===== src/mic_pkg.sv =====
// ~~~~~~~~~~~~~~~~~~~~~~~~~~~~~~~~~~~~~~~~~~~~~~~~~
// microprogram sequencer package
// sizes, microword layout and the records that
// pass between fetch, queue and execution stage
// ~~~~~~~~~~~~~~~~~~~~~~~~~~~~~~~~~~~~~~~~~~~~~~~~~

package mic_pkg;

  // ~~~~~~~~~~~~~~~~~~~~~~~~~~~~~~~~~~~~~~~~~~~~~~~~~
  // sizes
  // ~~~~~~~~~~~~~~~~~~~~~~~~~~~~~~~~~~~~~~~~~~~~~~~~~
  localparam int uaddr_w      = 8;
  localparam int ustore_depth = 2 ** uaddr_w;
  localparam int uword_w      = 24;
  localparam int data_w       = 16;
  // queue depth doubles as the initial credit count
  localparam int q_depth      = 4;
  localparam int qptr_w       = $clog2(q_depth);
  localparam int cnt_w        = $clog2(q_depth + 1);

  // test select, bit 3 picks the upper bank
  typedef logic [3:0] tsel_t;

  typedef enum logic [1:0] {
    op_data  = 2'd0,
    op_bcond = 2'd1,
    op_jump  = 2'd2,
    op_nop   = 2'd3
  } uop_e;

  // ~~~~~~~~~~~~~~~~~~~~~~~~~~~~~~~~~~~~~~~~~~~~~~~~~
  // microword, opcode at the top of both views
  // ~~~~~~~~~~~~~~~~~~~~~~~~~~~~~~~~~~~~~~~~~~~~~~~~~
  typedef struct packed {
    uop_e                           op;
    tsel_t                          tsel;
    logic [uword_w-2-4-uaddr_w-1:0] spare;
    logic [uaddr_w-1:0]             target;
  } ubranch_t;

  typedef struct packed {
    uop_e                      op;
    logic [uword_w-2-data_w-1:0] spare;
    logic [data_w-1:0]         payload;
  } udata_t;

  typedef union packed {
    ubranch_t br;
    udata_t   dt;
  } uword_u;

  // status flags in reference order
  typedef struct packed {
    logic dzd;
    logic lcz;
    logic irq;
    logic restr;
    logic cfetch;
    logic ood;
    logic spare;
    logic cond;
    logic ovf;
    logic cry;
    logic f11;
    logic f15;
    logic zf;
    logic stp;
  } status_t;

  typedef struct packed {
    logic [uaddr_w-1:0] uaddr;
    uword_u             uword;
  } qentry_t;

  typedef struct packed {
    logic               valid;
    logic [uaddr_w-1:0] uaddr;
    uop_e               op;
    logic [data_w-1:0]  data;
    logic               taken;
  } retire_t;

  typedef struct packed {
    logic               valid;
    logic [uaddr_w-1:0] target;
  } redirect_t;

endpackage

===== src/mic_exec.sv =====
// ~~~~~~~~~~~~~~~~~~~~~~~~~~~~~~~~~~~~~~~~~~~~~~~~~
// microword execution stage
// retires one word per cycle, resolves branches and
// steers fetch on a taken branch or jump
// ~~~~~~~~~~~~~~~~~~~~~~~~~~~~~~~~~~~~~~~~~~~~~~~~~

`timescale 1ns/1ps

module mic_exec
  import mic_pkg::*;
(
  input  logic      aluclk,
  input  logic      rst,
  input  logic      hold,
  input  qentry_t   head,
  input  logic      not_empty,
  input  logic      cond_true,
  output logic      pop,
  output tsel_t     tsel,
  output redirect_t redirect,
  output retire_t   retire
);

  uword_u  word;
  uop_e    op;
  logic    taken;
  retire_t retire_d;

  assign word = head.uword;
  // opcode sits at the same spot in both views
  assign op   = word.br.op;

  // retire the head unless the outside holds us
  assign pop  = not_empty && !hold;

  // test select always comes from the branch view
  // cond_true only matters for a bcond word
  assign tsel = word.br.tsel;

  // ~~~~~~~~~~~~~~~~~~~~~~~~~~~~~~~~~~~~~~~~~~~~~~~~~
  // branch resolution
  // ~~~~~~~~~~~~~~~~~~~~~~~~~~~~~~~~~~~~~~~~~~~~~~~~~
  always_comb begin
    case (op)
      op_jump:  taken = 1'b1;
      op_bcond: taken = cond_true;
      default:  taken = 1'b0;
    endcase
  end

  // redirect goes out in the pop cycle itself
  assign redirect.valid  = pop && taken;
  assign redirect.target = word.br.target;

  // next retire record
  always_comb begin
    retire_d.valid = pop;
    retire_d.uaddr = head.uaddr;
    retire_d.op    = op;
    // payload only means something for a data word
    retire_d.data  = (op == op_data) ? word.dt.payload : '0;
    retire_d.taken = taken;
  end

  // record appears one cycle after the pop
  always_ff @(posedge aluclk) begin
    if (rst) begin
      retire <= '0;
    end else begin
      retire <= retire_d;
    end
  end

endmodule


===== config.mk =====
export PLATFORM = sky130hd
export DESIGN_NAME = mic_exec
export DESIGN_NICKNAME = d
export VERILOG_FILES = /design/src/mic_pkg.sv /design/src/mic_exec.sv
export SDC_FILE = /design/constraint.sdc
export NUM_CORES = 1
export LEC_CHECK = 0
export BUFFER_PORTS_ARGS = -buffer_cell sky130_fd_sc_hd__buf_2
export CORE_ASPECT_RATIO = 1.1
export CORE_MARGIN = 1
export CORE_UTILIZATION = 30
export CTS_CLUSTER_DIAMETER = 80
export CTS_CLUSTER_SIZE = 20
export DETAILED_ROUTE_END_ITERATION = 8
export GPL_TIMING_DRIVEN = 0
export PLACE_DENSITY = 0.72
export SETUP_SLACK_MARGIN = 0.15
export SLEW_MARGIN = 20
export SYNTH_ARGS = -nofsm -noshare
export SYNTH_HDL_FRONTEND = slang
export SYNTH_SLANG_ARGS = --single-unit

===== constraint.sdc =====
create_clock -name aluclk -period 1.31 [get_ports aluclk]
set_clock_uncertainty 0.2 [all_clocks]
set_input_delay 0.1965 -clock aluclk [delete_from_list [all_inputs] [get_ports aluclk]]
set_output_delay 0.1965 -clock aluclk [all_outputs]
set_load 0.05 [all_outputs]

==> metrics.cfg <==
[global_routing]
grtUsageTotal_pct = 17.77
grt_first_pass_wirelength_mm = 3.981
grt-ovfl-total = 0
globalRouteMet2Util_pct = 36.49
grt_max_degree = 15
antenna_found_initial = 0
met1_usage_pct = 15.02
globalRouteMet3Util_pct = 2.545
first_global_vias = 911
top_usage_layer = met2

[timing]
final_max_slew_viol_count = 0
slew_headroom_pct = 83.06
fin_crit_ps = 1371
setup_violations = 1
post-route-period-util_pct = 104.6
worst-slew-pin-transition_ps = 255.8
clock.fmax_ghz = 0.7295
rsz0062_at_grt = true
setup_slack_ps = -60.82
hold_viol_final = 0

[synth]
netlist_area_um2 = 917.1
yosysSeqAreaShare_pct = 61.12
synth_cell_type_count = 13
ys_ff_latch = 28
synthAdderAreaFrac_pct = 4.093
syn_nets = 119
synth-compound-area-share_pct = 0.5457
synth_area_per_cell_um2 = 11.61
synth.mux.area_fraction_pct = 0
yosys_warnings = 0
yosys.area_share.simple_pct = 21.83
synth_top_family_by_area = simple AND/OR/NAND/NOR gates
syn_inst = 79
yosys.area_share.xor_xnor_pct = 0

[layout]
nets = 224
stdcell_area_um2 = 2037
top_register = retire
n_antenna_cell = 0
largestRegisters = retire: 28 flops
drive_gt1_share_pct = 69.23
largest_reg_flops = 28
area_growth_pct = 122.1

[clocking]
htree_levels = 1
cts_buffer_depth = 2
cts_root_buf = clkbuf_4
hold_buffers = 28
cts_tree = built
cts.sinks = 28
numCtsBuffers = 3
clk_pin_slew_ps = 130
postCtsSetupBuffers = 0

[drt]
initialDrtViolationCount = 23
drc = 0
wl_mm = 2.932
via_per_inst = 4.372
vias = 940
firstDrtPassIters = 4
wl_per_cell_um = 13.64
ant_nets = 0

[die]
initial_utilization_pct = 32.43
rows = 20
dieArea_um2 = 3282
core_area_um2 = 2828
io-pin-count = 79
die_w_um = 54.72
dieHeight_um = 59.99

[critical_path]
cp_max_fo = 3
end_kind = output pin
required_ps = 910
critPathArrivalTime_ps = 970
critical_path_class = in -> out
critical_path.max_stage_delay_ps = 240
slowest_stage = and3b_2
worst_setup_path_start_kind = input port
path_cells = buf_12, inv_8, ha_4, a21oi_2, and3b_2, buf_8

[power]
power_mw = 1.773
powerDensity_nw_per_um2 = 870.4
peakVddDrop_v = 0.0007142
power_leakage_nw = 0.9576

[run]
max_cap_viol_count = 0

[run_status]
violations = negative setup slack
status = finished, violations left

[placed_design]
io_buffer_count = 72
dp_slack_ps = -200.3
place.detailed.hpwl_mm = 1.462
post_dp_cell_area_um2 = 1328
gp_congestion = 0.7656

[min_path]
hold_path_class = in -> reg

[stage by stage]
step | utilization (%) | TNS, ps | std cells | hold slack, ps
after detailed placement | 46.95 | -233.6 | 184 | 203.0
final | 72.04 | -60.82 | 215 | 17.79
after global placement | 46.95 | -180.7 | 184 | 201.2
after floorplan | - | -6.332 | 79 | 68.11
after global routing | 72.04 | -74.31 | 215 | -16.75
after CTS | 71.46 | -63.49 | 215 | -11.51
[per-layer routing]
layer / up-vias / part of all wire [%]
li1: 434 / -
met1: 445 / 31
met2: 55 / 59
met3: 6 / 8.7
met4: 0 / 1.8
met5: - / 0
[logic make-up (layout without fill, tap and decap cells)]
logic type      after synthesis  count (layout)
fa+ha+maj                     3               3
flops                        28              28
buf+inv                      16             119
compound gates                1               1
simple gates                 31              31
[cells in the final DEF, fill, tap and decap left out]
cell	instances
a21oi_2	1
and2_1	16
and3b_2	1
buf_12	1
buf_2	41
buf_4	12
buf_6	1
buf_8	30
clkbuf_4	4
dfxtp_2	28
dlygate4sd3_1	28
ha_4	3
inv_6	1
inv_8	1
nor2_1	2
nor2b_1	9
nor2b_4	2
nor3b_1	1
[worst max-delay path: cells and delay by family]
kind            cells  cell delay [ps]
fa+ha+maj           1              140
simple gates        1              240
compound gates      1              120
buf+inv             3              270
[area by class of cell]
class | count | area [um^2]
inverters | 2 | 20.02
well taps | 33 | 41.29
multi-input cells | 35 | 292.8
repair buffers | 100 | 955.9
fillers | 183 | 790.8
flip-flops and latches | 28 | 595.6
clock buffers | 3 | 22.52
plain buffers | 14 | 108.9
[synth_stat cells]
cell type  number  area share (%)
nor2_1          2            0.82
buf_6           1             1.2
a21oi_1         1            0.55
and2_1         16              11
nor2b_4         1             1.5
ha_1            3             4.1
inv_1           2            0.82
nor2b_1        10             6.8
buf_4          12             9.8
nor3b_1         1            0.82
and3b_1         1            0.96
buf_2           1            0.55
dfxtp_1        28              61
[power by group]
group	leakage (nW)	switching [mW]	internal, mW
registers	0.241	0.0216	0.890
clock network	0.0138	0.220	0.107
logic	0.703	0.284	0.250
total	0.958	0.525	1.25
[path summary, 6_finish.rpt]
kind	start	endpoint	slack (ps)	cells after the start
worst max-delay path	head[23]	redirect[8]	-60	6
worst min-delay path	cond_true	retire[0]$_SDFF_PP0_	20	3
[repair_timing]
| item | in CTS | in global routing |
|---|---|---|
| endpoints found under the hold margin | 28 | 1 |
| endpoints found under the setup margin | 29 | 30 |
| gates cloned | 0 | 0 |
| pin swaps | 2 | 1 |
| gates resized for setup | 131 | 5 |
Power figures use the tool's default switching activity.
