==> src/mic_pkg.sv <==
// ~~~~~~~~~~~~~~~~~~~~~~~~~~~~~~~~~~~~~~~~~~~~~~~~~
// microprogram sequencer package
// sizes, microword layout and the records that
// pass between fetch, queue and execution stage
// ~~~~~~~~~~~~~~~~~~~~~~~~~~~~~~~~~~~~~~~~~~~~~~~~~

package mic_pkg;

  // ~~~~~~~~~~~~~~~~~~~~~~~~~~~~~~~~~~~~~~~~~~~~~~~~~
  // sizes
  // ~~~~~~~~~~~~~~~~~~~~~~~~~~~~~~~~~~~~~~~~~~~~~~~~~
  localparam int uaddr_w      = 8;
  localparam int ustore_depth = 2 ** uaddr_w;
  localparam int uword_w      = 24;
  localparam int data_w       = 16;
  // queue depth doubles as the initial credit count
  localparam int q_depth      = 4;
  localparam int qptr_w       = $clog2(q_depth);
  localparam int cnt_w        = $clog2(q_depth + 1);

  // test select, bit 3 picks the upper bank
  typedef logic [3:0] tsel_t;

  typedef enum logic [1:0] {
    op_data  = 2'd0,
    op_bcond = 2'd1,
    op_jump  = 2'd2,
    op_nop   = 2'd3
  } uop_e;

  // ~~~~~~~~~~~~~~~~~~~~~~~~~~~~~~~~~~~~~~~~~~~~~~~~~
  // microword, opcode at the top of both views
  // ~~~~~~~~~~~~~~~~~~~~~~~~~~~~~~~~~~~~~~~~~~~~~~~~~
  typedef struct packed {
    uop_e                           op;
    tsel_t                          tsel;
    logic [uword_w-2-4-uaddr_w-1:0] spare;
    logic [uaddr_w-1:0]             target;
  } ubranch_t;

  typedef struct packed {
    uop_e                      op;
    logic [uword_w-2-data_w-1:0] spare;
    logic [data_w-1:0]         payload;
  } udata_t;

  typedef union packed {
    ubranch_t br;
    udata_t   dt;
  } uword_u;

  // status flags in reference order
  typedef struct packed {
    logic dzd;
    logic lcz;
    logic irq;
    logic restr;
    logic cfetch;
    logic ood;
    logic spare;
    logic cond;
    logic ovf;
    logic cry;
    logic f11;
    logic f15;
    logic zf;
    logic stp;
  } status_t;

  typedef struct packed {
    logic [uaddr_w-1:0] uaddr;
    uword_u             uword;
  } qentry_t;

  typedef struct packed {
    logic               valid;
    logic [uaddr_w-1:0] uaddr;
    uop_e               op;
    logic [data_w-1:0]  data;
    logic               taken;
  } retire_t;

  typedef struct packed {
    logic               valid;
    logic [uaddr_w-1:0] target;
  } redirect_t;

endpackage
==> src/mic_csel.sv <==
// ~~~~~~~~~~~~~~~~~~~~~~~~~~~~~~~~~~~~~~~~~~~~~~~~~
// condition select
// samples the status flags on aluclk and picks one
// through a 16-way test multiplexer
// ~~~~~~~~~~~~~~~~~~~~~~~~~~~~~~~~~~~~~~~~~~~~~~~~~

`timescale 1ns/1ps

module mic_csel
  import mic_pkg::*;
(
  input  logic    aluclk,
  input  logic    rst,
  input  status_t status,
  input  tsel_t   tsel,
  output logic    cond_true
);

  status_t status_q;
  logic    lo_bank;
  logic    hi_bank;

  // flags as they stood at the last rising edge
  always_ff @(posedge aluclk) begin
    if (rst) begin
      status_q <= '0;
    end else begin
      status_q <= status;
    end
  end

  // ~~~~~~~~~~~~~~~~~~~~~~~~~~~~~~~~~~~~~~~~~~~~~~~~~
  // two 8-way banks on tsel[2:0]
  // ~~~~~~~~~~~~~~~~~~~~~~~~~~~~~~~~~~~~~~~~~~~~~~~~~
  always_comb begin
    // codes 0..7
    case (tsel[2:0])
      3'd0:    lo_bank = status_q.dzd;
      3'd1:    lo_bank = status_q.lcz;
      3'd2:    lo_bank = status_q.irq;
      3'd3:    lo_bank = status_q.restr;
      3'd4:    lo_bank = status_q.cfetch;
      3'd5:    lo_bank = status_q.ood;
      3'd6:    lo_bank = status_q.spare;
      default: lo_bank = status_q.cond;
    endcase
    // codes 8..15, the first two are tied low
    case (tsel[2:0])
      3'd0:    hi_bank = 1'b0;
      3'd1:    hi_bank = 1'b0;
      3'd2:    hi_bank = status_q.ovf;
      3'd3:    hi_bank = status_q.cry;
      3'd4:    hi_bank = status_q.f11;
      3'd5:    hi_bank = status_q.f15;
      3'd6:    hi_bank = status_q.zf;
      default: hi_bank = status_q.stp;
    endcase
  end

  // final 2-way on bit 3
  assign cond_true = tsel[3] ? hi_bank : lo_bank;

endmodule

==> config.mk <==
export PLATFORM = sky130hd
export DESIGN_NAME = mic_csel
export DESIGN_NICKNAME = d
export VERILOG_FILES = /design/src/mic_pkg.sv /design/src/mic_csel.sv
export SDC_FILE = /design/constraint.sdc
export NUM_CORES = 1
export LEC_CHECK = 0
export BUFFER_PORTS_ARGS = -buffer_cell sky130_fd_sc_hd__buf_2
export CAP_MARGIN = 20
export CORE_AREA = 2 2 39 41
export DETAILED_ROUTE_END_ITERATION = 8
export DIE_AREA = 0 0 41 43
export PLACE_DENSITY = 0.66
export SYNTH_ARGS = -nofsm -noshare
export SYNTH_HDL_FRONTEND = slang
export SYNTH_SLANG_ARGS = --single-unit
export TNS_END_PERCENT = 5
==> constraint.sdc <==
create_clock -name aluclk -period 1.8 [get_ports aluclk]
set_input_delay 0.36 -clock aluclk [delete_from_list [all_inputs] [get_ports aluclk]]
set_output_delay 0.36 -clock aluclk [all_outputs]
set_load 0.01 [all_outputs]
==> metrics.md <==
| Metric | Value |
|---|---|
| Status | completed |
| Cts hold-fix bufs | 0 |
| Synthesized-area fraction occupied by adder cells | 0% |
| Final ANT Viol Nets | 0 |
| Largest reg by FF count | status_q |
| Hold Crit Class | input port to register |
| Max-cap violations | 0 |
| Max reg flops | 14 |
| Final Cycle Share | 94.37% |
| Leakage power | 0.0002955 uW |
| Post-synthesis compound-gate area fraction | 9.677% |
| Simple-Gate Fraction of Synth Area | 25.56% |
| Endpoints failing setup | 0 |
| Syn Nets | 71 |
| Cells after synthesis | 51 |
| Top cells by area, synth | dfxtp_1, nor2b_1, mux2i_1 |
| Worst Tran Pin Value | 0.2299 ns |
| Full die area | 0.001763 mm^2 |
| Fill count | 148 |
| Io pins | 21 |
| Area growth, synth to finish | 27.79% |
| M1 GR Usage | 12.25% |
| Routability congestion estimate | 0.6157 |
| Crit start category | input port |
| Total Wirelength | 744 um |
| DRC | 0 |
| TritonRoute pass-1 iters | 4 |
| Register area share after synthesis | 55.58% |
| Placed Cells | 85 |
| Final Critical Period | 1.699 ns |
| Share of cells above drive strength 1 | 33.33% |
| Fin cells | 88 |
| Critical Path Fanout Max | 7 |
| Warnings, synthesis | 0 |
| Grt peak-use layer | met2 |
| Post-route setup TNS | 0 ns |
| XOR/XNOR Fraction of Synth Area | 0% |
| ANT cells | 0 |
| CP required | 1.44 ns |
| GRT Overall Usage | 10.23% |
| Met2 usage | 13.44% |
| Avg WL per Cell | 8.455 um |
| Largest net degree at the start of global routing | 15 |
| Mux share of post-synthesis cell area | 5.955% |
| Core footprint | 0.001384 mm^2 |
| Worst path max stage delay | 0.27 ns |
| First-pass GRT wire length | 1166 um |
| Post-Syn Area | 504.2 um^2 |
| Final Hold Violating Endpoints | 0 |
| Cell Pwr Density | 866.3 mW/mm^2 |
| CTS tree | done |
| Die Width | 41 um |
| Ys flop type | dfxtp_1 |
| Worst slew margin | 84.57% |
| DR iter-0 viols | 2 |
| Worst Setup Path Type | input port to output port |
| Initial antenna violation count | 0 |
| Synth area leader | dfxtp_1 |
| Initial Util | 36.44% |
| Top-area cell type share of the netlist area | 55.58% |
| Post-synthesis area per instance | 9.887 um^2 |
| Multi-input logic area | 214.0 um^2 |
| Reg clk slew, reported paths | 0.08 ns |
| Unique masters post-synth | 17 |
| Vias in the first global route | 333 |
| Die Span Y | 43 um |
| Overflow after GRT | 0 |
| Fmax | 0.5887 GHz |
| Sink Count | 14 |
| Final slew viol count | 0 |
| Avg Vias per Cell | 4.386 |
| CP max-delay cell | a221oi_2 |
| EDFF count, synth | 0 |
| Root buffer cell | clkbuf_4 |
| I/O Buffers | 20 |
| Crit. End Element | output port |
| Synthesis-stage register bit count | 14 |
| M3 GR Usage | 1.571% |
| Clock tree buffer depth | 2 |
| CTS H-tree depth | 1 |
| Final #Nets | 94 |
| Top flop regs | status_q: 14 flops |
| Cell Chain, Critical Path | buf_2, mux2i_1, o21ai_1, a221oi_2, o32ai_1, buf_2 |
| Worst EP arrival | 1.34 ns |
| Number of core rows | 14 |
| RSZ-0062 raised after global routing | false |
| Largest family of logic cells by synthesized area | simple AND/OR/NAND/NOR gates |
| Peak VDD IR | 0.2526 mV |
| CTS Buf Count | 3 |
| Asr flop ratio synth | 0% |
| Most frequent cells after synthesis | dfxtp_1, nor2b_1, mux2i_1, nand2_1 |
| Vias | 386 |
| Most frequent CP cell | buf_2 |
| Register Area | 280.3 um^2 |
[final timing paths]
path / from / to / slack [ns] / cells after the start
setup / recovery: tsel[0] / cond_true / 0.10 / 6
hold / removal: status[6] / status_q[6]$_SDFF_PP0_ / 0.29 / 2
[per-stage QoR]
stage	area [um^2]	hold WS, ns	worst slack (ns)	total power (uW)	utilization, %
6_report	644.4	0.2901	0.1014	558.2	46.56
5_1_grt	644.4	0.2867	0.01931	584.4	46.56
4_1_cts	638.1	0.2836	0.06427	566.5	46.11
3_5_place_dp	615.6	0.5736	0.06602	400.6	44.48
3_3_place_gp	615.6	0.5701	0.1289	399.3	44.48
2_1_floorplan	504.2	0.4316	0.2337	370.6	-
[what timing repair did]
action | CTS | global route
endpoints found under the setup margin | 0 | 1
buffers inserted | 0 | 0
resized for setup | 0 | 1
[layout by cell type, fill, tap and decap left out, drive strengths merged]
cell / count
o21ai: 3
nand2: 3
o211ai: 1
inv: 2
o32ai: 1
a311oi: 1
nor2: 2
mux2i: 3
nor2b: 14
a221oi: 1
nor3: 1
nand3b: 1
nand3: 2
dfxtp: 14
clkbuf: 3
buf: 20
[worst max-delay path: cells and delay by family]
kind	cells	cell delay, ns
buffers and inverters	2	0.30
muxes	1	0.20
AOI/OAI and AO/OA	3	0.47
[routing by layer]
metal / part of all wire, % / vias up
li1: - / 212
met3: 5.1 / 0
met2: 49 / 11
met5: 0 / -
met1: 46 / 163
met4: 0 / 0
[where the power goes]
part,internal [uW],switching (uW),leakage (uW)
Sequential,326,3.70,0.000117
Combinational,35.6,28.4,0.000165
Clock,77.4,87.0,0.0000138
Total,439,119,0.000295
[cells by family (layout without fill, tap and decap cells)]
| family | count (synthesis) | in the layout |
|---|---|---|
| DFF | 14 | 14 |
| AOI/OAI and AO/OA | 7 | 7 |
| buffers and inverters | 4 | 25 |
| and+or+nand+nor | 23 | 23 |
| muxes | 3 | 3 |
[cell type report]
cell class	instances	share of cell area, %
sequential	14	43.50
multi-input combinational	33	33.20
timing repair buffer	20	15.53
clock buffer	3	3.495
tap	16	3.107
inverter	2	1.165
Power figures use the tool's default switching activity.
