$ cat config.mk
export PLATFORM = sky130hd
export DESIGN_NAME = mic_queue
export DESIGN_NICKNAME = d
export VERILOG_FILES = /design/src/mic_pkg.sv /design/src/mic_queue.sv
export SDC_FILE = /design/constraint.sdc
export NUM_CORES = 1
export LEC_CHECK = 0
export BUFFER_PORTS_ARGS = -buffer_cell sky130_fd_sc_hd__buf_2
export CAP_MARGIN = 10
export CORE_MARGIN = 2
export CORE_UTILIZATION = 60
export DETAILED_ROUTE_END_ITERATION = 6
export PLACE_DENSITY = 0.83
export SETUP_SLACK_MARGIN = 0.15
export SYNTH_ARGS = -nofsm -noshare
export SYNTH_HDL_FRONTEND = slang
export SYNTH_SLANG_ARGS = --single-unit
$ cat constraint.sdc
create_clock -name aluclk -period 4.75 [get_ports aluclk]
set_input_delay 1.425 -clock aluclk [delete_from_list [all_inputs] [get_ports aluclk]]
set_output_delay 1.425 -clock aluclk [all_outputs]
set_load 0.1 [all_outputs]
$ cat src/mic_pkg.sv
// ~~~~~~~~~~~~~~~~~~~~~~~~~~~~~~~~~~~~~~~~~~~~~~~~~
// microprogram sequencer package
// sizes, microword layout and the records that
// pass between fetch, queue and execution stage
// ~~~~~~~~~~~~~~~~~~~~~~~~~~~~~~~~~~~~~~~~~~~~~~~~~

package mic_pkg;

  // ~~~~~~~~~~~~~~~~~~~~~~~~~~~~~~~~~~~~~~~~~~~~~~~~~
  // sizes
  // ~~~~~~~~~~~~~~~~~~~~~~~~~~~~~~~~~~~~~~~~~~~~~~~~~
  localparam int uaddr_w      = 8;
  localparam int ustore_depth = 2 ** uaddr_w;
  localparam int uword_w      = 24;
  localparam int data_w       = 16;
  // queue depth doubles as the initial credit count
  localparam int q_depth      = 4;
  localparam int qptr_w       = $clog2(q_depth);
  localparam int cnt_w        = $clog2(q_depth + 1);

  // test select, bit 3 picks the upper bank
  typedef logic [3:0] tsel_t;

  typedef enum logic [1:0] {
    op_data  = 2'd0,
    op_bcond = 2'd1,
    op_jump  = 2'd2,
    op_nop   = 2'd3
  } uop_e;

  // ~~~~~~~~~~~~~~~~~~~~~~~~~~~~~~~~~~~~~~~~~~~~~~~~~
  // microword, opcode at the top of both views
  // ~~~~~~~~~~~~~~~~~~~~~~~~~~~~~~~~~~~~~~~~~~~~~~~~~
  typedef struct packed {
    uop_e                           op;
    tsel_t                          tsel;
    logic [uword_w-2-4-uaddr_w-1:0] spare;
    logic [uaddr_w-1:0]             target;
  } ubranch_t;

  typedef struct packed {
    uop_e                      op;
    logic [uword_w-2-data_w-1:0] spare;
    logic [data_w-1:0]         payload;
  } udata_t;

  typedef union packed {
    ubranch_t br;
    udata_t   dt;
  } uword_u;

  // status flags in reference order
  typedef struct packed {
    logic dzd;
    logic lcz;
    logic irq;
    logic restr;
    logic cfetch;
    logic ood;
    logic spare;
    logic cond;
    logic ovf;
    logic cry;
    logic f11;
    logic f15;
    logic zf;
    logic stp;
  } status_t;

  typedef struct packed {
    logic [uaddr_w-1:0] uaddr;
    uword_u             uword;
  } qentry_t;

  typedef struct packed {
    logic               valid;
    logic [uaddr_w-1:0] uaddr;
    uop_e               op;
    logic [data_w-1:0]  data;
    logic               taken;
  } retire_t;

  typedef struct packed {
    logic               valid;
    logic [uaddr_w-1:0] target;
  } redirect_t;

endpackage
$ cat src/mic_queue.sv
// ~~~~~~~~~~~~~~~~~~~~~~~~~~~~~~~~~~~~~~~~~~~~~~~~~
// prefetch queue
// small circular FIFO between fetch and execution,
// hands a credit back per pop, flushed on redirect
// ~~~~~~~~~~~~~~~~~~~~~~~~~~~~~~~~~~~~~~~~~~~~~~~~~

`timescale 1ns/1ps

module mic_queue
  import mic_pkg::*;
(
  input  logic    aluclk,
  input  logic    rst,
  input  logic    push,
  input  qentry_t push_entry,
  input  logic    pop,
  input  logic    flush,
  output qentry_t head,
  output logic    not_empty,
  output logic    credit_ret
);

  qentry_t           mem [0:q_depth-1];
  logic [qptr_w-1:0] wr_ptr;
  logic [qptr_w-1:0] rd_ptr;
  logic [cnt_w-1:0]  count;
  logic              full;

  assign full      = (count == cnt_w'(q_depth));
  assign not_empty = (count != '0);
  assign head      = mem[rd_ptr];

  // ~~~~~~~~~~~~~~~~~~~~~~~~~~~~~~~~~~~~~~~~~~~~~~~~~
  // pointers and fill level
  // ~~~~~~~~~~~~~~~~~~~~~~~~~~~~~~~~~~~~~~~~~~~~~~~~~
  always_ff @(posedge aluclk) begin
    if (rst || flush) begin
      wr_ptr <= '0;
      rd_ptr <= '0;
      count  <= '0;
    end else begin
      if (push) begin
        wr_ptr <= wr_ptr + 1'b1;
      end
      if (pop) begin
        rd_ptr <= rd_ptr + 1'b1;
      end
      // push and pop together leave the level alone
      case ({push, pop})
        2'b10:   count <= count + 1'b1;
        2'b01:   count <= count - 1'b1;
        default: count <= count;
      endcase
    end
  end

  // entry storage, visible at head the cycle after the push
  always_ff @(posedge aluclk) begin
    if (push) begin
      mem[wr_ptr] <= push_entry;
    end
  end

  // one credit pulse per popped entry
  // a flushed queue hands nothing back, fetch restores its credits itself
  always_ff @(posedge aluclk) begin
    if (rst) begin
      credit_ret <= 1'b0;
    end else begin
      credit_ret <= pop && !flush;
    end
  end

  // ~~~~~~~~~~~~~~~~~~~~~~~~~~~~~~~~~~~~~~~~~~~~~~~~~
  // checks
  // ~~~~~~~~~~~~~~~~~~~~~~~~~~~~~~~~~~~~~~~~~~~~~~~~~
  // credit scheme in fetch keeps a slot free for every push
  a_no_push_full : assert property (
    @(posedge aluclk) disable iff (rst) push |-> !full
  );

  a_no_pop_empty : assert property (
    @(posedge aluclk) disable iff (rst) pop |-> not_empty
  );

endmodule

==> impl_metrics.toml, run 1 <==
[run_status]
status = "finished clean"

[worst_hold_path]
hold_path_class = "register to register"

[yosys]
ys_seq_area_share_pct = 79.1
synth_top_area_share_pct = 75.2
ys_seq_elements = 138
synthTopCellsByArea = "edfxtp_1 (75%), mux4_2 (13%), dfxtp_1 (3.9%)"
syn_area_sq_mm = 0.00511
synth.distinct_cells = 21
synth-warning-count = 0
syn_avg_cell_area_sq_um = 24.0
synthCells = 213
synth_area_leader_cell = "edfxtp_1"
synth_fp_nets = 256

[clocking]
cts.path.max_buffers = 2
cts_setup_buffers = 0
cts_hold_buffers = 0
clock_sinks = 138
clkTransAtPathRegs_ns = 0.06
cts_tree = "done"
post_cts_resized = 0
h-tree-depth = 4
cts_root_buffer = "clkbuf_8"
cts_buffers = 17
clk_latency_ns = 0.52

[cells_and_area]
n_antenna_cell = 0
drive_gt1_share_pct = 44.7
fin_util_pct = 73.8
area_growth_syn_to_layout_pct = 19.2
design_area_sq_mm = 0.00609
nets = 339

[floorplanning]
core_sq_mm = 0.00826
die_w_microns = 96.3
rows = 33
die_area_sq_mm = 0.00928
die_h_microns = 96.3
start_util_pct = 61.9
io-pin-count = 71

[setup_path]
worst_setup_path_start_kind = "register"
worstSetupPathType = "register to output port"
cp-end-kind = "output port"
cp.arrival_ns = 2.46
rrSetupSlack_ns = 3.07
path_max_fanout = 20
worst_ep_required_time_ns = 3.32

[drt]
final_antenna_net_count = 0
first_iter_violations = 150
viasPerCell = 5.66
drt-total-wl_mm = 8.48
routedWlPerCell_microns = 20.5
vias = 2345
drc_errors = 0
dr.pass1.iters = 4

[sta]
hold_viol = 0
skew_ns = 0.00496
setup_tns_ns = 0
max_freq_ghz = 0.257
min_period_ns = 3.89
setup_violations = 0
drv_slew = 0
tightest_slew_ns = 0.852
rsz0062_at_grt = "no"
min_period_over_period_pct = 81.8
holdWs_ns = 0.498
relSlewSlack_pct = 43.2

[power_and_ir_drop]
p_leak_nw = 2.10
power_mw = 2.92
peakVddDrop_v = 0.000263
powerDensity_mw_per_mm2 = 480

[grt]
grt_pass1_vias = 2434
grt_start_max_net_pins = 33
groute.usage.overall_pct = 20.1
grt_pass1_wl_mm = 12.6
antenna_found_initial = 0
overflow = 0

[placed_design]
placed_area_sq_mm = 0.00553
portBuffers = 70
routabilityCongestion = 0.716
dp_hpwl_mm = 4.65

[job]
maxCapViolations = 0
cell type report:
type	instances	area (sq um)
inverter	3	11.3
tap	105	131
clock inverter	14	148
timing repair buffer	72	365
multi-input combinational	64	973
fill	473	2160
clock buffer	18	418
sequential	138	4050
cells in the final DEF, fill, tap and decap left out, drive strengths merged:
cell | Yosys | final
a21oi | 1 | 1
and2 | 5 | 5
buf | 7 | 72
bufinv | 0 | 2
clkbuf | 1 | 18
clkinv | 0 | 4
clkinvlp | 0 | 6
dfxtp | 10 | 10
edfxtp | 128 | 128
fa | 1 | 1
ha | 5 | 5
inv | 3 | 5
mux2i | 2 | 2
mux4 | 32 | 32
nand2 | 1 | 1
nor2 | 8 | 8
o21ai | 1 | 1
or2 | 1 | 1
or3 | 2 | 2
xnor2 | 3 | 3
xor2 | 2 | 2
per-layer routing:
layer / GRT usage [%] / share of wire [%] / up-vias / wire length (microns)
met3: 6.89 / 5.5 / 17 / 464
li1: - / - / 1049 / -
met2: 33.2 / 51 / 91 / 4360
met1: 23.4 / 40 / 1188 / 3410
met4: 10.3 / 2.9 / 0 / 249
met5: 0 / 0 / - / 0
critical path, stage by stage, from the launching register on:
cell,delay (ns)
dfxtp_2,0.78
buf_4,0.33
mux4_2,0.52
buf_2,0.31
synthesized netlist by cell type:
library cell / count
inv_1: 3
buf_12: 3
o21ai_0: 1
xor2_1: 2
nand2_1: 1
buf_2: 3
fa_1: 1
or2_2: 1
and2_1: 5
dfxtp_1: 10
or3_1: 2
mux2i_1: 2
xnor2_1: 3
edfxtp_1: 128
mux4_1: 2
mux4_2: 30
a21oi_1: 1
clkbuf_1: 1
buf_6: 1
nor2_1: 8
ha_1: 5
kinds of logic after synthesis:
kind of cell	after synthesis	synth area share [%]
XOR/XNOR	5	0.857
AO/OA/AOI/OAI	2	0.196
flip-flops	138	79.1
buffers and inverters	11	1.98
multiplexers	34	14.6
AND/OR/NAND/NOR	17	1.64
adder cells (fa/ha/maj)	6	1.61
per-stage QoR:
step	instances	worst slack [ns]
after floorplan	213	1.89
after global placement	382	1.39
after detailed placement	382	1.33
after CTS	414	0.775
after global routing	414	0.686
final	414	0.863
where the power goes:
part,switching [mW],internal (mW),leakage (nW)
sequential,0.0158,1.36,1.26
clock,0.485,0.746,0.255
combinational,0.246,0.0681,0.583
total,0.747,2.18,2.10
registers in the layout (all words and copies together) (netlist names), named ones only:
register / count
count: 3
credit_ret: 1
rd_ptr: 2
wr_ptr: 2
mem: 128
final timing paths:
path	startpoint	end	cells after the start
worst min register to register	count[2]	count[2]	2
worst max-delay path	register	head[0]	3
worst max register to register	wr_ptr[1]	mem[1][4]	3
worst min-delay path	count[2]	count[2]	2
Note: power is estimated with default switching activity, not from simulation.
==> inputs of run 2 (changes only) <==
Settings changed: CORE_UTILIZATION 60 to 51, PLACE_DENSITY 0.83 to 0.75.
Clock period 4.75 ns to 3.19 ns, I/O delays scaled along.
==> impl_metrics.toml, run 2 (synthesis results as in run 1) <==
[sta]
max_freq_ghz = 0.338
holdWs_ns = 0.491
min_period_over_period_pct = 92.7
setup_tns_ns = 0
min_period_ns = 2.96
hold_viol = 0
relSlewSlack_pct = 66.6
skew_ns = 0.00751
setup_violations = 0
tightest_slew_ns = 0.505
drv_slew = 0
rsz0062_at_grt = "yes"

[clocking]
cts_buffers = 17
clk_latency_ns = 0.51
h-tree-depth = 4
cts.path.max_buffers = 2
cts_root_buffer = "clkbuf_8"
cts_tree = "done"
clock_sinks = 138
cts_hold_buffers = 0
cts_setup_buffers = 0
clkTransAtPathRegs_ns = 0.06

[drt]
first_iter_violations = 102
drc_errors = 0
viasPerCell = 5.19
drt-total-wl_mm = 8.49
final_antenna_net_count = 0
dr.pass1.iters = 4
vias = 2327
routedWlPerCell_microns = 19.0

[cells_and_area]
largest_reg_flops = 128
final_common_cell = "edfxtp_1"
final_cell_mix = "edfxtp_1 (128), buf_2 (54), mux4_2 (30)"
max_flop_register = "mem"
drive_gt1_share_pct = 45.7
nets = 345
top_regs = "mem (128), count (3)"
area_growth_syn_to_layout_pct = 21.2
n_antenna_cell = 0

[placed_design]
dp_hpwl_mm = 5.39
routabilityCongestion = 0.710
portBuffers = 70

[setup_path]
critPathTopFamily = "multiplexers"
cp.buffers_inverters = 2
worst_ep_required_time_ns = 2.23
slowest_delay_ns = 0.57
worst_setup_path_start_kind = "register"
crit_chain = "buf_12, mux4_2, buf_4"
crit_slowest_cell = "mux4_2"
path_max_fanout = 20
cp.arrival_ns = 2.00
worstSetupPathType = "register to output port"
cp-end-kind = "output port"

[job]
maxCapViolations = 0

[floorplanning]
rows = 36
die_w_microns = 104
core_sq_mm = 0.00977
die_h_microns = 104
die_area_sq_mm = 0.0108
io-pin-count = 71
start_util_pct = 52.3

[grt]
grt_pass1_wl_mm = 13.3
grtUsageMet2_pct = 28.1
antenna_found_initial = 0
overflow = 0
grt-busiest-layer = "met2"
grt_pass1_vias = 2516
grtUsageMet1_pct = 20.3
groute.usage.overall_pct = 16.7
grt_start_max_net_pins = 28
grtUsageMet3_pct = 5.76

[run_status]
status = "finished clean"

[power_and_ir_drop]
peakVddDrop_v = 0.000415
powerDensity_mw_per_mm2 = 682
p_leak_nw = 2.15

[worst_hold_path]
hold_path_class = "register to register"
==> run 2: cell count changes in the layout (fill, tap and decap cells not counted) <==
cell	delta
buf_12	+2
buf_2	-16
buf_4	+11
bufinv_16	-1
clkbuf_4	+9
clkinv_2	+7
clkinvlp_4	-5
dfxtp_2	-1
dfxtp_4	+1
inv_6	-1
==> run 2: timing repair <==
item                                   4_1_cts  5_1_grt
resized for setup                            6       13
cloned                                       0        0
endpoints found under the hold margin        0        0
setup endpoints to repair                   27       13
==> run 2: final cells by class <==
class,count,area [sq um]
well taps,133,166
multi-input cells,64,973
clock inverters,14,106
flip-flops and latches,138,4050
repair buffers,78,475
inverters,3,11.3
fillers,696,3570
clock buffers,18,418
==> run 2: worst min-delay path, cell delays in order, from the launching register on <==
cell and delay (ns):
dfxtp_1 0.31, o21ai_0 0.07, a21oi_1 0.06
==> run 2: metrics by stage <==
step	total power, mW	util (%)	setup slack (ns)	instance area [sq um]	instances
floorplan	2.47	-	0.800	5110	213
global placement	2.56	57.6	0.605	5630	416
detailed placement	2.57	57.6	0.608	5630	416
CTS	4.26	63.1	0.169	6170	448
global route	4.36	63.4	0.134	6200	448
finish	4.23	63.4	0.233	6200	448
==> run 2: where the power goes <==
group	internal (mW)	total (mW)	leakage, nW	switching [mW]
logic	0.116	0.493	0.632	0.377
clock network	1.02	1.69	0.263	0.674
registers	2.03	2.04	1.26	0.0164
==> run 2: layer usage <==
| metal | vias to the layer above | part of all wire [%] |
|---|---|---|
| li1 | 1063 | - |
| met1 | 1205 | 41 |
| met2 | 53 | 53 |
| met3 | 6 | 4.6 |
| met4 | 0 | 0.87 |
| met5 | - | 0 |
==> run 2: final timing paths <==
| kind | from | end | slack (ns) | cells after the start |
|---|---|---|---|---|
| worst max-delay path | register | head[21] | 0.23 | 3 |
| worst min-delay path | count[2] | count[2] | 0.49 | 2 |
| worst max register to register | wr_ptr[0] | mem[1][30] | 1.55 | 3 |
| worst min register to register | count[2] | count[2] | 0.49 | 2 |
==> inputs of run 3 (changes only) <==
Settings changed: BUFFER_PORTS_ARGS -buffer_cell sky130_fd_sc_hd__buf_2 to unset, CORE_UTILIZATION 51 to 56, DONT_BUFFER_PORTS set to 1, PLACE_DENSITY 0.75 to 0.74.
==> impl_metrics.toml, run 3 (synthesis results as in run 1) <==
[sta]
min_period_over_period_pct = 90.5
setup_tns_ns = 0
setup_violations = 0
rsz0062_at_grt = "no"
skew_ns = 0.00662
holdWs_ns = 0.503
drv_slew = 0
hold_viol = 0
min_period_ns = 2.89
tightest_slew_ns = 0.926
max_freq_ghz = 0.346
relSlewSlack_pct = 38.2

[power_and_ir_drop]
switching_share_pct = 24.1
combPwrFrac_pct = 9.4
pwr-share-seq_pct = 46.0
clockPowerShare_pct = 44.5
p_sw_mw = 1.07
peakVddDrop_v = 0.000404
p_leak_nw = 1.92
intPower_mw = 3.37
powerDensity_mw_per_mm2 = 753

[floorplanning]
die_area_sq_mm = 0.00991
rows = 34
die_w_microns = 99.6
io-pin-count = 71
core_sq_mm = 0.00881
start_util_pct = 58.1
die_h_microns = 99.6

[drt]
first_iter_violations = 83
vias = 2063
drt-total-wl_mm = 7.91
drc_errors = 0
dr.pass1.iters = 4
final_antenna_net_count = 0
viasPerCell = 5.78
routedWlPerCell_microns = 22.2

[placed_design]
dp_hpwl_mm = 4.80
routabilityCongestion = 0.708
portBuffers = 0

[cells_and_area]
nets = 280
largest_reg_flops = 128
ff_latch_area_sq_mm = 0.00405
final_cell_mix = "edfxtp_1 (128), mux4_2 (30), clkbuf_16 (16)"
final_common_cell = "edfxtp_1"
area_growth_syn_to_layout_pct = 15.5
top_regs = "mem (128), count (3)"
multi_input_area_sq_um = 973
n_fill_cell = 566
n_antenna_cell = 0
drive_gt1_share_pct = 32.5
max_flop_register = "mem"

[setup_path]
cp-end-kind = "output port"
crit_chain = "buf_12, mux4_1, buf_4"
crit_slowest_cell = "mux4_1"
path_max_fanout = 15
worstSetupPathType = "register to output port"
slowest_delay_ns = 0.59
worst_ep_required_time_ns = 2.23
cp.arrival_ns = 1.93
worst_setup_path_start_kind = "register"

[clocking]
cts_tree = "done"
clock_sinks = 138
cts.path.max_buffers = 2
cts_buffers = 17
h-tree-depth = 4
clk_latency_ns = 0.51
cts_root_buffer = "clkbuf_8"
clkTransAtPathRegs_ns = 0.06

[job]
maxCapViolations = 0

[grt]
overflow = 0
grt_pass1_vias = 2225
groute.usage.overall_pct = 17.3
grt_pass1_wl_mm = 12.1
antenna_found_initial = 0
grt_start_max_net_pins = 33

[run_status]
status = "finished clean"

[worst_hold_path]
hold_path_class = "register to register"
run 3: cell count changes in the layout (fill, tap and decap cells not counted), sizes merged:
cell,previous run,this run
clkinvlp,1,3
inv,4,5
bufinv,1,4
clkinv,11,5
clkbuf,27,17
buf,69,13
run 3: what timing repair did:
item	in CTS	in global routing
endpoints found under the setup margin	32	15
gates resized for setup	2	0
buffers inserted	0	2
hold buffers	0	0
run 3: path summary, 6_finish.rpt:
kind | endpoint | slack, ns | start | cells after the start
worst max register to register | mem[2][31] | 1.53 | wr_ptr[0] | 3
worst min-delay path | count[2] | 0.50 | count[2] | 2
worst max-delay path | head[31] | 0.30 | register | 3
worst min register to register | count[2] | 0.50 | count[2] | 2
run 3: worst max-delay path: cells and delay by family, from the launching register on:
kind	cells	cell delay, ns
buf+inv	2	0.43
flops	1	0.39
mux	1	0.59
run 3: metrics by stage:
stage | cells | total power, mW | util [%] | area, sq um | setup WS [ns]
final | 357 | 4.45 | 67.1 | 5900 | 0.303
after global routing | 357 | 4.57 | 67.1 | 5900 | 0.240
after CTS | 355 | 4.49 | 66.9 | 5890 | 0.112
after detailed placement | 324 | 2.51 | 59.9 | 5270 | 0.535
after global placement | 324 | 2.50 | 59.9 | 5270 | 0.559
after floorplan | 213 | 2.47 | - | 5110 | 0.800
run 3: area by class of cell:
class                           count  share of cell area [%]
Timing Repair Buffer               13                    2.08
Inverter                            3                   0.191
Clock inverter                     14                    3.33
Sequential cell                   138                    68.6
Multi-Input combinational cell     64                    16.5
Clock buffer                       17                    7.01
Tap cell                          108                    2.29
run 3: metal layers:
metal,up-vias,routed length [microns],GRT usage [%]
met4,0,146,7.90
met5,-,0,0
met3,13,647,7.59
li1,926,-,-
met1,1051,3110,20.0
met2,73,4010,28.2
run 3: power by group through the flow:
stage / logic, mW / clock network [mW] / registers (mW)
4_1_cts: 0.419 / 2.02 / 2.05
3_5_place_dp: 0.418 / 0 / 2.09
2_1_floorplan: 0.392 / 0 / 2.08
5_1_grt: 0.432 / 2.09 / 2.05
6_report: 0.419 / 1.98 / 2.05
3_3_place_gp: 0.417 / 0 / 2.09
