<file path="src/mic_pkg.sv">
// ~~~~~~~~~~~~~~~~~~~~~~~~~~~~~~~~~~~~~~~~~~~~~~~~~
// microprogram sequencer package
// sizes, microword layout and the records that
// pass between fetch, queue and execution stage
// ~~~~~~~~~~~~~~~~~~~~~~~~~~~~~~~~~~~~~~~~~~~~~~~~~

package mic_pkg;

  // ~~~~~~~~~~~~~~~~~~~~~~~~~~~~~~~~~~~~~~~~~~~~~~~~~
  // sizes
  // ~~~~~~~~~~~~~~~~~~~~~~~~~~~~~~~~~~~~~~~~~~~~~~~~~
  localparam int uaddr_w      = 8;
  localparam int ustore_depth = 2 ** uaddr_w;
  localparam int uword_w      = 24;
  localparam int data_w       = 16;
  // queue depth doubles as the initial credit count
  localparam int q_depth      = 4;
  localparam int qptr_w       = $clog2(q_depth);
  localparam int cnt_w        = $clog2(q_depth + 1);

  // test select, bit 3 picks the upper bank
  typedef logic [3:0] tsel_t;

  typedef enum logic [1:0] {
    op_data  = 2'd0,
    op_bcond = 2'd1,
    op_jump  = 2'd2,
    op_nop   = 2'd3
  } uop_e;

  // ~~~~~~~~~~~~~~~~~~~~~~~~~~~~~~~~~~~~~~~~~~~~~~~~~
  // microword, opcode at the top of both views
  // ~~~~~~~~~~~~~~~~~~~~~~~~~~~~~~~~~~~~~~~~~~~~~~~~~
  typedef struct packed {
    uop_e                           op;
    tsel_t                          tsel;
    logic [uword_w-2-4-uaddr_w-1:0] spare;
    logic [uaddr_w-1:0]             target;
  } ubranch_t;

  typedef struct packed {
    uop_e                      op;
    logic [uword_w-2-data_w-1:0] spare;
    logic [data_w-1:0]         payload;
  } udata_t;

  typedef union packed {
    ubranch_t br;
    udata_t   dt;
  } uword_u;

  // status flags in reference order
  typedef struct packed {
    logic dzd;
    logic lcz;
    logic irq;
    logic restr;
    logic cfetch;
    logic ood;
    logic spare;
    logic cond;
    logic ovf;
    logic cry;
    logic f11;
    logic f15;
    logic zf;
    logic stp;
  } status_t;

  typedef struct packed {
    logic [uaddr_w-1:0] uaddr;
    uword_u             uword;
  } qentry_t;

  typedef struct packed {
    logic               valid;
    logic [uaddr_w-1:0] uaddr;
    uop_e               op;
    logic [data_w-1:0]  data;
    logic               taken;
  } retire_t;

  typedef struct packed {
    logic               valid;
    logic [uaddr_w-1:0] target;
  } redirect_t;

endpackage
</file>
<file path="src/mic_fetch.sv">
// ~~~~~~~~~~~~~~~~~~~~~~~~~~~~~~~~~~~~~~~~~~~~~~~~~
// microprogram fetch unit
// walks the control store under credit control and
// pushes each word into the prefetch queue
// ~~~~~~~~~~~~~~~~~~~~~~~~~~~~~~~~~~~~~~~~~~~~~~~~~

`timescale 1ns/1ps

module mic_fetch
  import mic_pkg::*;
(
  input  logic               aluclk,
  input  logic               rst,
  input  logic               run,
  input  logic               credit_ret,
  input  redirect_t          redirect,
  input  uword_u             rd_data,
  output logic               rd_en,
  output logic [uaddr_w-1:0] rd_addr,
  output logic               push,
  output qentry_t            push_entry
);

  // micro program counter
  logic [uaddr_w-1:0] pc;
  // free queue slots seen from this side
  logic [cnt_w-1:0]   credits;
  // read outstanding in the store
  logic               infl_vld;
  logic [uaddr_w-1:0] infl_addr;
  logic               issue;

  // no new read in a redirect cycle, pc is about to change
  assign issue   = run && (credits != '0) && !redirect.valid;
  assign rd_en   = issue;
  assign rd_addr = pc;

  // word lands one cycle after issue
  // a redirect in that cycle throws it away
  assign push             = infl_vld && !redirect.valid;
  assign push_entry.uaddr = infl_addr;
  assign push_entry.uword = rd_data;

  // ~~~~~~~~~~~~~~~~~~~~~~~~~~~~~~~~~~~~~~~~~~~~~~~~~
  // pc, credits and in-flight marker
  // ~~~~~~~~~~~~~~~~~~~~~~~~~~~~~~~~~~~~~~~~~~~~~~~~~
  always_ff @(posedge aluclk) begin
    if (rst) begin
      pc       <= '0;
      credits  <= cnt_w'(q_depth);
      infl_vld <= 1'b0;
    end else if (redirect.valid) begin
      // queue is flushed in the same cycle, so every slot is free
      pc       <= redirect.target;
      credits  <= cnt_w'(q_depth);
      infl_vld <= 1'b0;
    end else begin
      credits  <= credits - cnt_w'(issue) + cnt_w'(credit_ret);
      infl_vld <= issue;
      if (issue) begin
        pc <= pc + 1'b1;
      end
    end
  end

  // address tag of the outstanding read
  always_ff @(posedge aluclk) begin
    if (issue) begin
      infl_addr <= pc;
    end
  end

  // credits come back from the queue only for words issued here
  a_credit_bound : assert property (
    @(posedge aluclk) disable iff (rst) credits <= cnt_w'(q_depth)
  );

endmodule

</file>
<file path="config.mk">
export PLATFORM = sky130hd
export DESIGN_NAME = mic_fetch
export DESIGN_NICKNAME = d
export VERILOG_FILES = /design/src/mic_pkg.sv /design/src/mic_fetch.sv
export SDC_FILE = /design/constraint.sdc
export NUM_CORES = 1
export LEC_CHECK = 0
export CELL_PAD_IN_SITES_DETAIL_PLACEMENT = 1
export CELL_PAD_IN_SITES_GLOBAL_PLACEMENT = 2
export CORE_MARGIN = 8
export CORE_UTILIZATION = 32
export DETAILED_ROUTE_END_ITERATION = 12
export DONT_BUFFER_PORTS = 1
export PLACE_DENSITY = 0.75
export RECOVER_POWER = 25
export SETUP_SLACK_MARGIN = 0.05
export SLEW_MARGIN = 20
export SYNTH_ARGS = -nofsm -noshare
export SYNTH_HDL_FRONTEND = slang
export SYNTH_SLANG_ARGS = --single-unit
export TNS_END_PERCENT = 10
</file>
<file path="constraint.sdc">
create_clock -name aluclk -period 3.6 [get_ports aluclk]
set_clock_uncertainty 0.1 [all_clocks]
set_input_delay 1.08 -clock aluclk [delete_from_list [all_inputs] [get_ports aluclk]]
set_output_delay 1.08 -clock aluclk [all_outputs]
set_load 0.005 [all_outputs]
</file>
==> flow_summary.toml, run 1 <==
[pwr]
p_leak_nw = 0.324
power.density_nw_per_um2 = 515
ir_drop_v = 0.000220

[synth]
synth_area_per_cell_sq_um = 10.2
yosysUniqueCellTypes = 25
seq_area_frac_synth_pct = 46.5
synth-seq-cells = 20
synth.cell_area_sq_um = 1030
syn_inst = 101
synth_nets = 142
yosys_warnings = 0

[critical_path]
worstPathArrival_ns = 1.85
crit_path_end_kind = "output port"
critical_path_required_ns = 2.42
path_class = "reg2out"
critPathMaxFanout = 9
cp-start-kind = "register"
cp-startpoint = "credits[1]$_SDFF_PP0_"
timing.rr.start = "credits[1]$_SDFF_PP0_"

[grt]
grt_pass1_wl_microns = 3480
gr-usage-all-layers_pct = 8.47
grt_pass1_vias = 685
antenna_found_initial = 0
gr-total-overflow = 0
grt_max_degree = 17

[timing]
holdWs_ns = 0.444
finalCriticalPeriod_ns = 3.03
tightest_slew_ns = 0.887
rsz0062_at_grt = "false"
setup_violations = 0
slew_viol_final = 0
hold_viol = 0
fin_setup_tns_ns = 0
slew_headroom_pct = 40.4
fin_crit_sh_pct = 84.2
max_freq_ghz = 0.330

[cts]
postCtsSetupRepairBufs = 0
clk_pin_slew_ns = 0.11
hold_buffers = 0
cts-buffers-inserted = 3
clockBufferDepth = 2
clock_sinks = 20
insertion_delay_ns = 0.30
cts_tree = "done"
htree_levels = 1
cts_root_buf = "clkbuf_4"
cts_resized = 0

[floorplanning]
rows = 20
die_area_sq_um = 5300
core_area_sq_um = 3050
boundaryPins = 79
dieHeight_microns = 72.8
start_util_pct = 33.9
die_x_microns = 72.8

[final_layout]
final_common_cell = "dfxtp_1"
antenna_cells = 0
drive_above_1_share_pct = 6.25
mostFrequentLayoutCells = "dfxtp_1 (12), nor2_1 (10), edfxtp_1 (8)"
synthToLayoutAreaGrowth_pct = -7.51
nNetsFinal = 122

[status]
status = "completed"

[worst_hold_path]
min_from = "rd_addr[7]$_SDFFE_PP0P_"
hold_class = "reg2reg"

[placement]
io_buffers = 0
dp.final_hpwl_microns = 1710
routabilityCongestion = 0.731

[drt]
vias = 632
firstDrtPassIters = 2
vias_per_cell = 5.10
detail-route-antenna-nets = 0
drt-initial-drc-count = 47
drc = 0
wl_per_cell_microns = 17.5
wl_microns = 2170

[job]
drv_cap = 0
[synth_stat cells (all sizes together)]
library cell / n / area (sq um)
nor3: 2 / 10.0
nor2: 10 / 37.5
nand2: 5 / 18.8
or3: 3 / 18.8
nand4: 2 / 12.5
and2: 1 / 6.26
inv: 4 / 15.0
a211oi: 2 / 15.0
o31ai: 3 / 27.5
ha: 3 / 37.5
xnor2: 2 / 17.5
o311ai: 1 / 8.76
buf: 24 / 180
fa: 1 / 20.0
nor2b: 1 / 6.26
edfxtp: 8 / 240
a311oi: 6 / 52.6
o21ai: 3 / 15.0
or4: 2 / 15.0
o31a: 1 / 8.76
dfxtp: 12 / 240
nand3: 1 / 5.00
clkbuf: 2 / 7.51
xor2: 2 / 17.5
[sequential cells by signal (all words and copies together) (netlist names)]
| name | flops |
|---|---|
| infl_vld | 1 |
| rd_addr | 8 |
| credits | 3 |
| infl_addr | 8 |
[layout make-up]
cell class	instances	area, sq um
inverters	4	15.0
flip-flops and latches	20	480
multi-input cells	51	345
well taps	44	55.1
fillers	370	2100
clock inverters	1	30.0
clock buffers	3	22.5
repair buffers	1	7.51
[per-stage QoR]
step           util [%]  power [mW]  instances  area (sq um)  setup slack, ns
2_1_floorplan         -       0.328        101          1030            0.459
3_3_place_gp       29.8       0.317        120           908            0.821
3_5_place_dp       29.8       0.320        120           908            0.693
4_1_cts            31.5       0.501        124           961            0.772
5_1_grt            31.3       0.518        124           956            0.336
6_report           31.3       0.492        124           956            0.570
[worst max-delay path, stage by stage, from the launching register on]
cell and delay, ns:
dfxtp_1 0.39, o31ai_1 0.78, nor2_1 0.15, buf_4 0.23
[path summary, 6_finish.rpt]
check | to | slack, ns | cells after the start
max | rd_en | 0.57 | 3
min | infl_addr[7]$_DFFE_PP_ | 0.44 | 0
max reg2reg | credits[2]$_SDFF_PP1_ | 0.75 | 10
min reg2reg | infl_addr[7]$_DFFE_PP_ | 0.44 | 0
[layer usage]
layer / global-route usage [%] / up-vias / wire length [microns]
met1: 9.16 / 287 / 869
met5: 0 / - / 0
li1: - / 294 / -
met3: 7.01 / 8 / 319
met2: 12.3 / 43 / 955
met4: 2.00 / 0 / 25
[where the power goes]
group	switching (mW)	leakage [nW]	internal (mW)
Clock	0.0673	0.0279	0.112
Sequential	0.0192	0.176	0.252
Combinational	0.0219	0.120	0.0185
[cells by family (layout without fill, tap and decap cells)]
group | Yosys count | after routing | synth area share [%]
and+or+nand+nor | 27 | 27 | 12.6
buffers and inverters | 30 | 9 | 19.6
DFF | 20 | 20 | 46.5
AOI/OAI and AO/OA | 16 | 16 | 12.3
xor gates and xnor gates | 4 | 4 | 3.39
adders and majority gates | 4 | 4 | 5.57
No activity file was read; power rests on OpenSTA's default activity.
==> inputs of run 2 (changes only) <==
==> constraint.sdc (replaced) <==
create_clock -name aluclk -period 3.2 [get_ports aluclk]
set_clock_uncertainty 0.1 [all_clocks]
set_input_delay 0.96 -clock aluclk [delete_from_list [all_inputs] [get_ports aluclk]]
set_output_delay 0.96 -clock aluclk [all_outputs]
set_load 0.005 [all_outputs]
==> run 2 against run 1 <==
  * Clock power is 12% higher
  * Critical endpoint unchanged
  * Hold slack improved by 0.00070 ns
  * Flip-flop and latch count is the same
  * Highest routed layer unchanged
  * Largest cell class unchanged
  * Largest power group unchanged
  * Sequential share of layout area down 0.066 points
  * Setup slack got worse by 0.12 ns
==> flow_summary.toml, run 2 (synthesized netlist as in run 1, its figures left out) <==
[status]
status = "completed"

[timing]
finalCriticalPeriod_ns = 2.75
tightest_slew_ns = 0.886
fin_crit_sh_pct = 86.0
rsz0062_at_grt = "false"
slew_headroom_pct = 40.2
setup_violations = 0
slew_viol_final = 0
fin_setup_tns_ns = 0
max_freq_ghz = 0.363
hold_viol = 0

[cts]
cts_resized = 0
clockBufferDepth = 2
cts_tree = "done"
postCtsSetupRepairBufs = 0
cts_root_buf = "clkbuf_4"
hold_buffers = 0
cts-buffers-inserted = 3
clk_pin_slew_ns = 0.11
clock_sinks = 20
insertion_delay_ns = 0.29
htree_levels = 1

[critical_path]
endpoint = "rd_en"
cp-startpoint = "run"
path_class = "in2out"
slowest_stage = "clkbuf_1"
cp-start-kind = "primary input"
critical_path_required_ns = 2.14
r2r_cells = 10
r2r_slack_ns = 0.62
r2r-end = "credits[2]$_SDFF_PP1_"
worstPathArrival_ns = 1.69
critPathMaxFanout = 9
crit_path_end_kind = "output port"
cpPeakStageDelay_ns = 0.44
cp_cell_sequence = "o31ai_2 > nor2_1 > clkbuf_1"
timing.rr.start = "credits[1]$_SDFF_PP0_"

[drt]
firstDrtPassIters = 2
wl_microns = 2180
drt-initial-drc-count = 37
vias_per_cell = 5.11
detail-route-antenna-nets = 0
wl_per_cell_microns = 17.6
vias = 634
drc = 0

[final_layout]
final_common_cell = "dfxtp_1"
mostFrequentLayoutCells = "dfxtp_1 (12), nor2_1 (10), edfxtp_1 (8)"
utilization_pct = 31.4
nNetsFinal = 122
drive_above_1_share_pct = 6.25
antenna_cells = 0
synthToLayoutAreaGrowth_pct = -7.38

[floorplanning]
core_area_sq_um = 3050
start_util_pct = 33.9
die_x_microns = 72.8
die_area_sq_um = 5300
rows = 20
dieHeight_microns = 72.8
boundaryPins = 79

[worst_hold_path]
hold_path_depth = 0
hold_class = "reg2reg"

[grt]
gr-total-overflow = 0
antenna_found_initial = 0
grt_pass1_vias = 685
grt_pass1_wl_microns = 3480
gr-usage-all-layers_pct = 8.47
grt_max_degree = 17

[pwr]
power.density_nw_per_um2 = 577
p_leak_nw = 0.321
total_power_mw = 0.553
ir_drop_v = 0.000238

[job]
drv_cap = 0

[placement]
routabilityCongestion = 0.731
io_buffers = 0
dp.final_hpwl_microns = 1710
## run 2: changes by cell type in the layout (fill, tap and decap cells not counted)
cell	before	now
o311ai_1	1	0
clkbuf_1	0	1
o311ai_0	0	1
o31ai_2	0	1
o31ai_1	3	2
buf_4	1	0
## run 2: worst min path at each step
stage,from,to
2_1_floorplan,rd_addr[7]$_SDFFE_PP0P_,infl_addr[7]$_DFFE_PP_
3_3_place_gp,rd_addr[7]$_SDFFE_PP0P_,infl_addr[7]$_DFFE_PP_
3_5_place_dp,rd_addr[7]$_SDFFE_PP0P_,infl_addr[7]$_DFFE_PP_
4_1_cts,rd_addr[7]$_SDFFE_PP0P_,infl_addr[7]$_DFFE_PP_
5_1_grt,rd_addr[7]$_SDFFE_PP0P_,infl_addr[7]$_DFFE_PP_
6_report,rd_addr[7]$_SDFFE_PP0P_,infl_addr[7]$_DFFE_PP_
## run 2: area by class of cell
type                    count  area, sq um
clock buffers               3         22.5
clock inverters             1         30.0
fillers                   368         2100
inverters                   4         15.0
multi-input cells          51          350
flip-flops and latches     20          480
well taps                  44         55.1
repair buffers              1         3.75
## run 2: report_power, final
| part | internal (mW) | total, mW | switching, mW |
|---|---|---|---|
| logic | 0.0204 | 0.0450 | 0.0246 |
| clock network | 0.127 | 0.202 | 0.0750 |
| registers | 0.284 | 0.306 | 0.0220 |
| total | 0.431 | 0.553 | 0.122 |
## run 2: per-stage QoR
| stage | setup slack [ns] | area, sq um | hold WS, ns | instances |
|---|---|---|---|---|
| finish | 0.448 | 957 | 0.445 | 124 |
| global route | 0.264 | 957 | 0.470 | 124 |
| CTS | 0.492 | 961 | 0.452 | 124 |
| detailed placement | 0.413 | 908 | 0.435 | 120 |
| global placement | 0.541 | 908 | 0.427 | 120 |
| floorplan | 0.179 | 1030 | 0.368 | 101 |
## run 2: critical path: cells and delay by family
family | cells | cell delay [ns]
compound gates | 1 | 0.11
buf+inv | 1 | 0.44
simple gates | 1 | 0.18
## run 2: per-layer routing
| metal | track usage, % | up-vias | part of all wire [%] |
|---|---|---|---|
| li1 | - | 293 | - |
| met1 | 9.16 | 290 | 41 |
| met4 | 2.00 | 0 | 1.1 |
| met5 | 0 | - | 0 |
| met3 | 7.01 | 8 | 14 |
| met2 | 12.3 | 43 | 44 |
==> inputs of run 3 (changes only) <==
--- a/config.mk
+++ b/config.mk
@@ -5,15 +5,15 @@
 export SDC_FILE = /design/constraint.sdc
 export NUM_CORES = 1
 export LEC_CHECK = 0
-export CELL_PAD_IN_SITES_DETAIL_PLACEMENT = 1
-export CELL_PAD_IN_SITES_GLOBAL_PLACEMENT = 2
 export CORE_MARGIN = 8
-export CORE_UTILIZATION = 32
+export CORE_UTILIZATION = 50
 export DETAILED_ROUTE_END_ITERATION = 12
 export DONT_BUFFER_PORTS = 1
-export PLACE_DENSITY = 0.75
+export PLACE_DENSITY = 0.64
 export RECOVER_POWER = 25
+export REMOVE_ABC_BUFFERS = 1
 export SETUP_SLACK_MARGIN = 0.05
+export SKIP_CTS_REPAIR_TIMING = 1
 export SLEW_MARGIN = 20
 export SYNTH_ARGS = -nofsm -noshare
 export SYNTH_HDL_FRONTEND = slang
==> run 3 against run 2 <==
  * Sequential power about the same
  * Via count increased by 5.0%
  * Final cell count shrank 14%
  * Wire length grew 11%
  * Fmax increased by 1.2%
  * Cell area shrank 5.0%
  * Critical path depth stayed put
  * Combinational power barely moved
  * Setup slack improved by 0.031 ns
  * Critical path type unchanged
==> flow_summary.toml, run 3 (synthesized netlist as in run 1, its figures left out) <==
[status]
status = "completed"

[timing]
finalCriticalPeriod_ns = 2.72
slew_viol_final = 0
slew_headroom_pct = 55.1
setup_violations = 0
fin_setup_tns_ns = 0
setup_ws_ns = 0.479
rsz0062_at_grt = "false"
fin_crit_sh_pct = 85.0
tightest_slew_ns = 0.663
max_freq_ghz = 0.368
hold_viol = 0

[placement]
dp.cells = 103
dp.final_hpwl_microns = 1890
routabilityCongestion = 0.714
dp_slack_ns = 0.451
io_buffers = 0
postPlaceCellArea_sq_um = 887

[critical_path]
path_class = "in2out"
crit_path_end_kind = "output port"
critical_path_required_ns = 2.14
worstPathArrival_ns = 1.66
critPathMaxFanout = 9
cp-start-kind = "primary input"

[final_layout]
final_common_cell = "dfxtp_1"
layout.cells.non_filler = 107
synthToLayoutAreaGrowth_pct = -12.0
drive_above_1_share_pct = 5.00
nNetsFinal = 122
mostFrequentLayoutCells = "dfxtp_1 (12), nor2_1 (10), edfxtp_1 (8)"
finalInstanceArea_sq_um = 910
antenna_cells = 0

[floorplanning]
start_util_pct = 52.7
boundaryPins = 79
die_x_microns = 61.5
core_area_sq_um = 1960
rows = 16
die_area_sq_um = 3780
dieHeight_microns = 61.5

[pwr]
clkPwrFrac_pct = 25.7
intPower_mw = 0.353
total_power_mw = 0.472
switching_share_pct = 25.1
power.density_nw_per_um2 = 518
ir_drop_v = 0.000192
seqPwrFrac_pct = 64.7
comb_power_share_pct = 9.6
p_leak_nw = 0.308
p_sw_mw = 0.118

[grt]
grt_pass1_vias = 667
gr-usage-all-layers_pct = 13.3
gr-total-overflow = 0
grt_max_degree = 17
antenna_found_initial = 0
grt_pass1_wl_microns = 3510

[drt]
firstDrtPassIters = 4
vias = 666
detail-route-antenna-nets = 0
drc = 0
wl_per_cell_microns = 22.7
vias_per_cell = 6.22
wl_microns = 2420
drt-initial-drc-count = 11

[cts]
clockBufferDepth = 2
insertion_delay_ns = 0.30
cts-buffers-inserted = 3
htree_levels = 1
cts_root_buf = "clkbuf_4"
clock_sinks = 20
cts_tree = "done"
clk_pin_slew_ns = 0.11

[worst_hold_path]
hold_class = "reg2reg"

[job]
drv_cap = 0
==> run 3: worst max-delay path: stages <==
cell	delay (ns)
o31ai_2	0.11
nor2_1	0.17
clkbuf_1	0.42
==> run 3: layout make-up <==
cell class	instances	area (sq um)
tap	27	33.8
multi-input combinational	51	350
timing repair buffer	1	3.75
fill	209	1050
sequential	20	480
clock buffer	4	26.3
inverter	4	15.0
==> run 3: final timing paths <==
check	from	end	slack [ns]	cells after the start
worst max-delay path	run	rd_en	0.48	3
worst min-delay path	rd_addr[7]$_SDFFE_PP0P_	infl_addr[7]$_DFFE_PP_	0.43	0
worst max register to register	credits[1]$_SDFF_PP0_	credits[2]$_SDFF_PP1_	0.65	10
worst min register to register	rd_addr[7]$_SDFFE_PP0P_	infl_addr[7]$_DFFE_PP_	0.43	0
==> run 3: power groups by stage <==
| stage | sequential, mW | clock, mW | combinational, mW |
|---|---|---|---|
| floorplan | 0.305 | 0 | 0.0373 |
| global placement | 0.311 | 0 | 0.0438 |
| detailed placement | 0.312 | 0 | 0.0462 |
| global route | 0.309 | 0.137 | 0.0519 |
| finish | 0.305 | 0.121 | 0.0452 |
| CTS | 0.306 | 0.126 | 0.0467 |
==> run 3: through the flow <==
| step | util (%) | hold slack [ns] |
|---|---|---|
| 2_1_floorplan | - | 0.368 |
| 3_3_place_gp | 45.2 | 0.417 |
| 3_5_place_dp | 45.2 | 0.428 |
| 4_1_cts | 46.6 | 0.433 |
| 5_1_grt | 46.4 | 0.450 |
| 6_report | 46.4 | 0.425 |
==> run 3: metal layers <==
metal  global-route usage [%]  routed length [microns]
met5                     1.56                        0
met2                     16.6                      963
met3                     13.8                      472
met4                     4.87                        0
met1                     14.3                      987
